`src/hdl/dma_sched_pkg.sv`:
```
package dma_sched_pkg;

  // ------------------------------------------------------------
  // sizes
  // ------------------------------------------------------------
  localparam int NUM_SLOTS = 8;
  localparam int SLOT_W    = 3;
  localparam int BLOCK_MAX = 64;  // words
  localparam int PAGE_BITS = 8;   // page is 2^PAGE_BITS words
  localparam int LEN_W     = 24;
  localparam int ADDR_W    = 32;
  localparam int CHAN_W    = 2;
  localparam int CNT_W     = 7;   // holds BLOCK_MAX

  // ------------------------------------------------------------
  // structs
  // ------------------------------------------------------------
  typedef struct packed {
    logic [ADDR_W-1:0] addr;
    logic [LEN_W-1:0]  len;
    logic [1:0]        section;
  } desc_t;

  // one block for the mover
  typedef struct packed {
    logic [CHAN_W-1:0] chan;
    logic [1:0]        section;
    logic [ADDR_W-1:0] addr;
    logic [CNT_W-1:0]  count;
  } blk_req_t;

  typedef struct packed {
    logic [SLOT_W-1:0] slot;
    desc_t             desc;
  } dispatch_t;

  typedef struct packed {
    logic              valid;
    logic [SLOT_W-1:0] slot;
  } cmpl_t;

  // ------------------------------------------------------------
  // enums
  // ------------------------------------------------------------
  typedef enum logic [2:0] {
    EX_IDLE,
    EX_SIZE,
    EX_ISSUE,
    EX_WAIT,
    EX_DONE
  } exec_state_e;

  // paddr[2]
  typedef enum logic {
    REG_ADDR = 1'b0,
    REG_CTRL = 1'b1
  } reg_sel_e;

endpackage

```
`src/hdl/desc_mem.sv`:
```
`timescale 1ns/100ps

module desc_mem
  import dma_sched_pkg::*;
(
  input  logic              CLK,
  input  logic              RST,
  input  logic              psel,
  input  logic              penable,
  input  logic              pwrite,
  input  logic [5:0]        paddr,
  input  logic [31:0]       pwdata,
  output logic [31:0]       prdata,
  output logic              pready,
  output logic              pslverr,
  input  logic [SLOT_W-1:0] sched_slot,
  output desc_t             sched_desc,
  output logic              sched_claimable,
  input  logic              claim,
  input  logic [SLOT_W-1:0] claim_slot,
  input  cmpl_t             cmpl
);

  desc_t                mem [NUM_SLOTS];
  logic [NUM_SLOTS-1:0] active;
  logic [NUM_SLOTS-1:0] busy;   // claimed by an executor

  logic [SLOT_W-1:0] apb_slot;
  reg_sel_e          apb_reg;
  logic              apb_setup;
  logic              apb_wr;
  logic              wr_ok;

  assign apb_slot  = paddr[5:3];
  assign apb_reg   = reg_sel_e'(paddr[2]);
  assign apb_setup = psel && !penable;
  assign apb_wr    = psel && penable && pwrite;
  assign wr_ok     = apb_wr && !active[apb_slot];

  assign pready  = 1'b1;
  assign pslverr = apb_wr && active[apb_slot];  // slot locked while active

  // ------------------------------------------------------------
  // APB side
  // ------------------------------------------------------------
  always_ff @(posedge CLK)
  begin
    if (apb_setup && !pwrite)  // data ready for the access phase
    begin
      if (apb_reg == REG_CTRL)
        prdata <= {active[apb_slot], 5'd0, mem[apb_slot].section, mem[apb_slot].len};
      else
        prdata <= mem[apb_slot].addr;
    end
    if (wr_ok)
    begin
      if (apb_reg == REG_CTRL)
      begin
        mem[apb_slot].len     <= pwdata[LEN_W-1:0];
        mem[apb_slot].section <= pwdata[25:24];
      end
      else
        mem[apb_slot].addr <= pwdata;
    end
  end

  // ------------------------------------------------------------
  // flags and scheduler port
  // ------------------------------------------------------------
  always_ff @(posedge CLK)
  begin
    if (!RST)
    begin
      active          <= '0;
      busy            <= '0;
      sched_claimable <= 1'b0;
    end
    else
    begin
      if (wr_ok && apb_reg == REG_CTRL)
        active[apb_slot] <= pwdata[31];
      if (claim)
        busy[claim_slot] <= 1'b1;
      if (cmpl.valid)
      begin
        active[cmpl.slot] <= 1'b0;
        busy[cmpl.slot]   <= 1'b0;
      end
      sched_claimable <= active[sched_slot] && !busy[sched_slot];
    end
  end

  always_ff @(posedge CLK)
  begin
    sched_desc <= mem[sched_slot];
  end

endmodule

```
`src/hdl/carousel_sched.sv`:
```
`timescale 1ns/100ps

module carousel_sched
  import dma_sched_pkg::*;
#(
  parameter int NUM_CHAN = 4
)
(
  input  logic                CLK,
  input  logic                RST,
  output logic [SLOT_W-1:0]   sched_slot,
  input  desc_t               sched_desc,
  input  logic                sched_claimable,
  output logic                claim,
  output logic [SLOT_W-1:0]   claim_slot,
  input  logic [NUM_CHAN-1:0] exec_idle,
  output logic [NUM_CHAN-1:0] dispatch_valid,
  output dispatch_t           dispatch
);

  logic [SLOT_W-1:0]   slot_ptr;
  logic [SLOT_W-1:0]   rd_slot;   // slot of the read coming back now
  logic                claim_d;
  logic [NUM_CHAN-1:0] idle_low;

  assign sched_slot = slot_ptr;

  always_ff @(posedge CLK)
  begin
    if (!RST)
    begin
      slot_ptr <= '0;
      rd_slot  <= '0;
      claim_d  <= 1'b0;
    end
    else
    begin
      if (slot_ptr == SLOT_W'(NUM_SLOTS - 1))
        slot_ptr <= '0;
      else
        slot_ptr <= slot_ptr + 1'b1;
      rd_slot <= slot_ptr;
      claim_d <= claim;
    end
  end

  // isolate lowest set bit
  assign idle_low = exec_idle & (~exec_idle + 1'b1);

  // no claim right after a claim, the returning read may be stale
  assign claim      = sched_claimable && (|exec_idle) && !claim_d;
  assign claim_slot = rd_slot;

  assign dispatch_valid = claim ? idle_low : '0;
  assign dispatch       = '{slot: rd_slot, desc: sched_desc};

endmodule

```
`src/hdl/block_exec.sv`:
```
`timescale 1ns/100ps

module block_exec
  import dma_sched_pkg::*;
(
  input  logic              CLK,
  input  logic              RST,
  input  logic              dispatch_valid,
  input  dispatch_t         dispatch,
  output logic              exec_idle,
  output logic              req_valid,
  output blk_req_t          req,
  input  logic              req_grant,
  input  logic              blk_done_chan,
  output logic              done_valid,
  output logic [SLOT_W-1:0] done_slot,
  input  logic              done_grant
);

  exec_state_e       state;
  logic [SLOT_W-1:0] slot;
  logic [1:0]        section;
  logic [ADDR_W-1:0] addr;     // next word to move
  logic [LEN_W-1:0]  remain;
  logic [CNT_W-1:0]  count;    // block in flight

  logic [PAGE_BITS:0] page_left;
  logic [LEN_W-1:0]   next_len;

  // 1 .. 2^PAGE_BITS words
  assign page_left = {1'b1, {PAGE_BITS{1'b0}}} - {1'b0, addr[PAGE_BITS-1:0]};

  // min of remaining, BLOCK_MAX, page room
  always_comb
  begin
    next_len = LEN_W'(BLOCK_MAX);
    if (remain < next_len)
      next_len = remain;
    if (LEN_W'(page_left) < next_len)
      next_len = LEN_W'(page_left);
  end

  // ------------------------------------------------------------
  // FSM
  // ------------------------------------------------------------
  always_ff @(posedge CLK)
  begin
    if (!RST)
      state <= EX_IDLE;
    else
    begin
      case (state)
        EX_IDLE:
          if (dispatch_valid)
            state <= EX_SIZE;
        EX_SIZE:
          state <= (remain == '0) ? EX_DONE : EX_ISSUE;
        EX_ISSUE:
          if (req_grant)
            state <= EX_WAIT;
        EX_WAIT:
          if (blk_done_chan)
            state <= (remain == LEN_W'(count)) ? EX_DONE : EX_SIZE;
        EX_DONE:
          if (done_grant)
            state <= EX_IDLE;
        default:
          state <= EX_IDLE;
      endcase
    end
  end

  always_ff @(posedge CLK)
  begin
    if (state == EX_IDLE && dispatch_valid)
    begin
      slot    <= dispatch.slot;
      section <= dispatch.desc.section;
      addr    <= dispatch.desc.addr;
      remain  <= dispatch.desc.len;
    end
    if (state == EX_SIZE)
      count <= next_len[CNT_W-1:0];
    if (state == EX_WAIT && blk_done_chan)
    begin
      addr   <= addr + ADDR_W'(count);
      remain <= remain - LEN_W'(count);
    end
  end

  assign exec_idle  = (state == EX_IDLE);
  assign req_valid  = (state == EX_ISSUE);
  assign done_valid = (state == EX_DONE);
  assign done_slot  = slot;

  // chan gets tagged per instance at the top level
  assign req = '{chan: {CHAN_W{1'b0}}, section: section, addr: addr, count: count};

endmodule

```
`src/hdl/block_arbiter.sv`:
```
`timescale 1ns/100ps

module block_arbiter
  import dma_sched_pkg::*;
#(
  parameter int NUM_CHAN = 4
)
(
  input  logic                CLK,
  input  logic                RST,
  input  logic [NUM_CHAN-1:0] req_valid,
  input  blk_req_t            req [NUM_CHAN],
  output logic [NUM_CHAN-1:0] req_grant,
  input  logic [NUM_CHAN-1:0] done_valid,
  input  logic [SLOT_W-1:0]   done_slot [NUM_CHAN],
  output logic [NUM_CHAN-1:0] done_grant,
  output logic                blk_valid,
  output blk_req_t            blk_req,
  input  logic                blk_ready,
  input  logic                blk_done,
  input  logic [CHAN_W-1:0]   blk_done_chan,
  output logic [NUM_CHAN-1:0] blk_done_route,
  output cmpl_t               cmpl,
  output logic                irq,
  output logic [SLOT_W-1:0]   irq_slot
);

  // {found, index}, first requester at or after ptr
  function automatic logic [CHAN_W:0] rr_pick(input logic [NUM_CHAN-1:0] vld,
                                               input logic [CHAN_W-1:0]   ptr);
    logic [CHAN_W:0] res;
    int              idx;
    res = '0;
    for (int k = NUM_CHAN - 1; k >= 0; k--)
    begin
      idx = (int'(ptr) + k) % NUM_CHAN;
      if (vld[idx])
        res = {1'b1, CHAN_W'(idx)};
    end
    return res;
  endfunction

  logic [CHAN_W-1:0] blk_ptr;
  logic [CHAN_W-1:0] done_ptr;
  logic [CHAN_W:0]   blk_pick;
  logic [CHAN_W:0]   done_pick;
  logic              blk_load;
  logic              cmpl_valid;
  logic [SLOT_W-1:0] cmpl_slot;

  assign blk_pick  = rr_pick(req_valid, blk_ptr);
  assign done_pick = rr_pick(done_valid, done_ptr);

  assign blk_load = blk_pick[CHAN_W] && (!blk_valid || blk_ready);  // slot free or draining

  assign req_grant      = blk_load ? (NUM_CHAN'(1) << blk_pick[CHAN_W-1:0]) : '0;
  assign done_grant     = done_pick[CHAN_W] ? (NUM_CHAN'(1) << done_pick[CHAN_W-1:0]) : '0;
  assign blk_done_route = blk_done ? (NUM_CHAN'(1) << blk_done_chan) : '0;

  always_ff @(posedge CLK)
  begin
    if (!RST)
    begin
      blk_valid  <= 1'b0;
      blk_ptr    <= '0;
      done_ptr   <= '0;
      cmpl_valid <= 1'b0;
    end
    else
    begin
      if (blk_load)
      begin
        blk_valid <= 1'b1;
        blk_ptr   <= blk_pick[CHAN_W-1:0] + 1'b1;
      end
      else if (blk_ready)
        blk_valid <= 1'b0;
      cmpl_valid <= done_pick[CHAN_W];
      if (done_pick[CHAN_W])
        done_ptr <= done_pick[CHAN_W-1:0] + 1'b1;
    end
  end

  always_ff @(posedge CLK)
  begin
    if (blk_load)
      blk_req <= req[blk_pick[CHAN_W-1:0]];
    if (done_pick[CHAN_W])
      cmpl_slot <= done_slot[done_pick[CHAN_W-1:0]];
  end

  assign cmpl     = '{valid: cmpl_valid, slot: cmpl_slot};
  assign irq      = cmpl_valid;
  assign irq_slot = cmpl_slot;

endmodule

```
`src/hdl/dma_sched_top.sv`:
```
`timescale 1ns/100ps

module dma_sched_top
  import dma_sched_pkg::*;
#(
  parameter int NUM_CHAN = 4
)
(
  input  logic              CLK,
  input  logic              RST,
  input  logic              psel,
  input  logic              penable,
  input  logic              pwrite,
  input  logic [5:0]        paddr,
  input  logic [31:0]       pwdata,
  output logic [31:0]       prdata,
  output logic              pready,
  output logic              pslverr,
  output logic              blk_valid,
  output blk_req_t          blk_req,
  input  logic              blk_ready,
  input  logic              blk_done,
  input  logic [CHAN_W-1:0] blk_done_chan,
  output logic              irq,
  output logic [SLOT_W-1:0] irq_slot
);

  logic [SLOT_W-1:0]   sched_slot;
  desc_t               sched_desc;
  logic                sched_claimable;
  logic                claim;
  logic [SLOT_W-1:0]   claim_slot;
  cmpl_t               cmpl;
  logic [NUM_CHAN-1:0] exec_idle;
  logic [NUM_CHAN-1:0] dispatch_valid;
  dispatch_t           dispatch;
  logic [NUM_CHAN-1:0] req_valid;
  blk_req_t            req [NUM_CHAN];
  logic [NUM_CHAN-1:0] req_grant;
  logic [NUM_CHAN-1:0] blk_done_route;
  logic [NUM_CHAN-1:0] done_valid;
  logic [SLOT_W-1:0]   done_slot [NUM_CHAN];
  logic [NUM_CHAN-1:0] done_grant;

  desc_mem desc_mem_i (
    .CLK             (CLK),
    .RST             (RST),
    .psel            (psel),
    .penable         (penable),
    .pwrite          (pwrite),
    .paddr           (paddr),
    .pwdata          (pwdata),
    .prdata          (prdata),
    .pready          (pready),
    .pslverr         (pslverr),
    .sched_slot      (sched_slot),
    .sched_desc      (sched_desc),
    .sched_claimable (sched_claimable),
    .claim           (claim),
    .claim_slot      (claim_slot),
    .cmpl            (cmpl)
  );

  carousel_sched #(.NUM_CHAN(NUM_CHAN)) carousel_sched_i (
    .CLK             (CLK),
    .RST             (RST),
    .sched_slot      (sched_slot),
    .sched_desc      (sched_desc),
    .sched_claimable (sched_claimable),
    .claim           (claim),
    .claim_slot      (claim_slot),
    .exec_idle       (exec_idle),
    .dispatch_valid  (dispatch_valid),
    .dispatch        (dispatch)
  );

  // ------------------------------------------------------------
  // executors
  // ------------------------------------------------------------
  for (genvar i = 0; i < NUM_CHAN; i++)
  begin : g_exec
    localparam logic [CHAN_W-1:0] CHAN_IDX = CHAN_W'(i);

    blk_req_t exec_req;

    block_exec block_exec_i (
      .CLK            (CLK),
      .RST            (RST),
      .dispatch_valid (dispatch_valid[i]),
      .dispatch       (dispatch),
      .exec_idle      (exec_idle[i]),
      .req_valid      (req_valid[i]),
      .req            (exec_req),
      .req_grant      (req_grant[i]),
      .blk_done_chan  (blk_done_route[i]),
      .done_valid     (done_valid[i]),
      .done_slot      (done_slot[i]),
      .done_grant     (done_grant[i])
    );

    // stamp own channel so the mover can route blk_done back
    assign req[i] = '{chan: CHAN_IDX, section: exec_req.section,
                      addr: exec_req.addr, count: exec_req.count};
  end

  block_arbiter #(.NUM_CHAN(NUM_CHAN)) block_arbiter_i (
    .CLK            (CLK),
    .RST            (RST),
    .req_valid      (req_valid),
    .req            (req),
    .req_grant      (req_grant),
    .done_valid     (done_valid),
    .done_slot      (done_slot),
    .done_grant     (done_grant),
    .blk_valid      (blk_valid),
    .blk_req        (blk_req),
    .blk_ready      (blk_ready),
    .blk_done       (blk_done),
    .blk_done_chan  (blk_done_chan),
    .blk_done_route (blk_done_route),
    .cmpl           (cmpl),
    .irq            (irq),
    .irq_slot       (irq_slot)
  );

endmodule

```
`config.mk`:
```
export PLATFORM = sky130hd
export DESIGN_NAME = dma_sched_top
export DESIGN_NICKNAME = d
export VERILOG_FILES = /design/src/hdl/dma_sched_pkg.sv /design/src/hdl/desc_mem.sv /design/src/hdl/carousel_sched.sv /design/src/hdl/block_exec.sv /design/src/hdl/block_arbiter.sv /design/src/hdl/dma_sched_top.sv
export SDC_FILE = /design/constraint.sdc
export NUM_CORES = 2
export LEC_CHECK = 0
export BUFFER_PORTS_ARGS = -buffer_cell sky130_fd_sc_hd__buf_2
export CAP_MARGIN = 20
export CORE_MARGIN = 1
export CORE_UTILIZATION = 40
export DETAILED_ROUTE_END_ITERATION = 10
export GPL_TIMING_DRIVEN = 0
export PLACE_DENSITY_LB_ADDON = 0.25
export SETUP_SLACK_MARGIN = 0.1
export SLEW_MARGIN = 10
export SYNTH_ARGS = -nofsm -noshare
export SYNTH_HDL_FRONTEND = slang
export SYNTH_HIERARCHICAL = 1
export SYNTH_SLANG_ARGS = --single-unit
```
`constraint.sdc`:
```
create_clock -name CLK -period 9.81 [get_ports CLK]
set_clock_uncertainty 0.2 [all_clocks]
set_input_delay 0.981 -clock CLK [delete_from_list [all_inputs] [get_ports CLK]]
set_output_delay 0.981 -clock CLK [all_outputs]
set_load 0.01 [all_outputs]
```
==> impl_metrics.env <==
export IMPL_status="finished clean"
export IMPL_crit_fanout=10
export IMPL_hp_class="register to register"
export IMPL_power_density_nw_per_um2=168
export IMPL_max_freq_ghz=0.213
export IMPL_cts_tree="done"
export IMPL_hold_buffers=0
export IMPL_syn_to_final_growth_pct=14.6
export IMPL_worst_pin_slew_ns=1.26
export IMPL_min_from="desc_mem_i/busy[1]$_SDFF_PN0_"
export IMPL_drt_total_wl_um=179000
export IMPL_maxCapViolations=0
export IMPL_antenna_found_initial=15
export IMPL_die_x_um=347
export IMPL_cts_root_buf="clkbuf_16"
export IMPL_reg2reg_from="g_exec[3].block_exec_i/remain[9]$_DFFE_PP_"
export IMPL_grtUsageTotal=0.290
export IMPL_placed_area_um2=51200
export IMPL_ant_nets=0
export IMPL_peakVddDrop_mv=0.144
export IMPL_drt_iter0_drc=5305
export IMPL_grt_pass1_vias=35000
export IMPL_cts_resized=0
export IMPL_clk_path_buf_depth=3
export IMPL_rows=126
export IMPL_start_util=0.404
export IMPL_clk_pin_slew_ns=0.07
export IMPL_rrSetupSlack_ns=5.11
export IMPL_yosysWarnings=6
export IMPL_ioPinCount=129
export IMPL_reg2reg_to="g_exec[3].block_exec_i/count[4]$_DFFE_PN_"
export IMPL_drc_errors=0
export IMPL_post_cts_buffers=0
export IMPL_hold_violations=0
export IMPL_cts_sinks=914
export IMPL_dr_pass1_iters=8
export IMPL_fin_crit_ns=4.70
export IMPL_fp_coreArea_um2=118000
export IMPL_synthesis_area_um2=47700
export IMPL_gp_congestion=0.968
export IMPL_worstSetupEndpointType="register"
export IMPL_grt_first_pass_wirelength_um=251000
export IMPL_p_total_mw=9.17
export IMPL_p_leak_nw=19.0
export IMPL_fin_crit_sh=0.479
export IMPL_post_route_cells_drive_above_1_share=0.182
export IMPL_wl_per_cell_um=30.7
export IMPL_dp_hpwl_um=127000
export IMPL_clk_latency_ns=0.74
export IMPL_die_area_um2=121000
export IMPL_rsz0062_at_grt="no"
export IMPL_portBuffers=125
export IMPL_dieHeight_um=347
export IMPL_final_max_slew_violation_count=0
export IMPL_worst_r2r_path_depth=13
export IMPL_synthCells=3905
export IMPL_worstPathRequired_ns=10.04
export IMPL_maxSlewHeadroom=0.157
export IMPL_dp_cells=5619
export IMPL_holdPathEnd="desc_mem_i/busy[1]$_SDFF_PN0_"
export IMPL_totalNegativeSetupSlack_ns=0
export IMPL_cts_buffers=101
export IMPL_min_path_cells=2
export IMPL_gr_total_overflow=0
export IMPL_htreeDepth=3
export IMPL_via_per_inst=6.31
export IMPL_layout_common_cells="814 x edfxtp_1, 335 x nand2_1, 228 x o21ai_0"
export IMPL_fin_cells=5819
export IMPL_finalSetupViolCount=0
export IMPL_cp_start_kind="register"
export IMPL_grt_start_max_net_pins=57
export IMPL_layout_commonest_cell="edfxtp_1"
export IMPL_worstSetupPathType="register to register"
export IMPL_fin_area_um2=54700
export IMPL_arrival_ns=4.93
export IMPL_nets=4341
export IMPL_via_count=36700
export IMPL_final_util=0.463
export IMPL_synth_avg_cell_area_um2=12.2
==> routing by layer <==
metal / track usage / share of wire / wire length, um / vias to the layer above
met2: 0.457 / 0.45 / 80400 / 2333
met4: 0.173 / 0.069 / 12300 / 14
met1: 0.365 / 0.37 / 66700 / 18100
met3: 0.0639 / 0.11 / 18900 / 608
li1: - / - / - / 15700
met5: 0 / 0.00048 / 86 / -
==> power breakdown <==
group          leakage (nW)  switching [mW]  internal [mW]
logic                  9.16           0.556          0.284
registers              8.16          0.0191           4.31
clock network          1.71            1.67           2.33
==> sequential cells by signal (all words and copies together) (netlist names) <==
signal                         flops
desc_mem_i/mem                   464
g_exec.block_exec_i/addr         128
g_exec.block_exec_i/remain        96
desc_mem_i/sched_desc             58
block_arbiter_i/blk_req           43
desc_mem_i/prdata                 32
g_exec.block_exec_i/count         28
g_exec.block_exec_i/done_slot     12
g_exec.block_exec_i/state         12
desc_mem_i/active                  8
desc_mem_i/busy                    8
g_exec.block_exec_i/section        8
block_arbiter_i/irq_slot           3
carousel_sched_i/claim_slot        3
carousel_sched_i/sched_slot        3
block_arbiter_i/blk_ptr            2
block_arbiter_i/done_ptr           2
block_arbiter_i/blk_valid          1
block_arbiter_i/irq                1
carousel_sched_i/claim_d           1
desc_mem_i/sched_claimable         1
==> stage by stage <==
stage                     worst slack, ns  hold slack, ns
after global routing                 4.76           0.317
final                                5.11           0.281
after global placement              0.738           0.256
after floorplan                      4.90           0.237
after CTS                            5.09           0.280
after detailed placement             4.86           0.264
==> worst max-delay path, stage by stage, from the launching register on <==
cell and delay [ns]:
edfxtp_1 0.44, or3_4 0.43, nor4b_4 0.42, and4_2 0.27, buf_2 0.16, buf_2 0.22, nand2_1 0.08, ha_1 0.30
a211oi_1 0.31, nand2_1 0.10, nor4_1 0.77, nor2_1 0.26, a22o_1 0.30, a22o_1 0.17
==> final cells by class <==
| cell class | instances | area, um^2 |
|---|---|---|
| Sequential cell | 914 | 26400 |
| Clock inverter | 62 | 726 |
| Multi-Input combinational cell | 2615 | 19600 |
| Clock buffer | 129 | 2750 |
| Inverter | 100 | 375 |
| Buffer | 286 | 1530 |
| Antenna cell | 3 | 7.51 |
| Timing Repair Buffer | 174 | 1380 |
| Tap cell | 1536 | 1920 |
| Fill cell | 10700 | 63500 |
==> how the worst max path moves through the flow <==
stage                                                start                                   endpoint  slack, ns  cells after the start
2_1_floorplan                                     paddr[3]            desc_mem_i/mem[1][26]$_DFFE_PP_       4.90                      5
3_3_place_gp                                      paddr[3]            desc_mem_i/mem[1][56]$_DFFE_PP_       0.74                      8
3_5_place_dp                                      paddr[5]            desc_mem_i/mem[7][54]$_DFFE_PP_       4.86                      9
4_1_cts         g_exec[3].block_exec_i/remain[9]$_DFFE_PP_  g_exec[3].block_exec_i/count[4]$_DFFE_PN_       5.09                     13
5_1_grt        g_exec[3].block_exec_i/remain[10]$_DFFE_PP_  g_exec[3].block_exec_i/count[4]$_DFFE_PN_       4.76                     13
6_report        g_exec[3].block_exec_i/remain[9]$_DFFE_PP_  g_exec[3].block_exec_i/count[4]$_DFFE_PN_       5.11                     13
(Power assumes the default switching activity.)
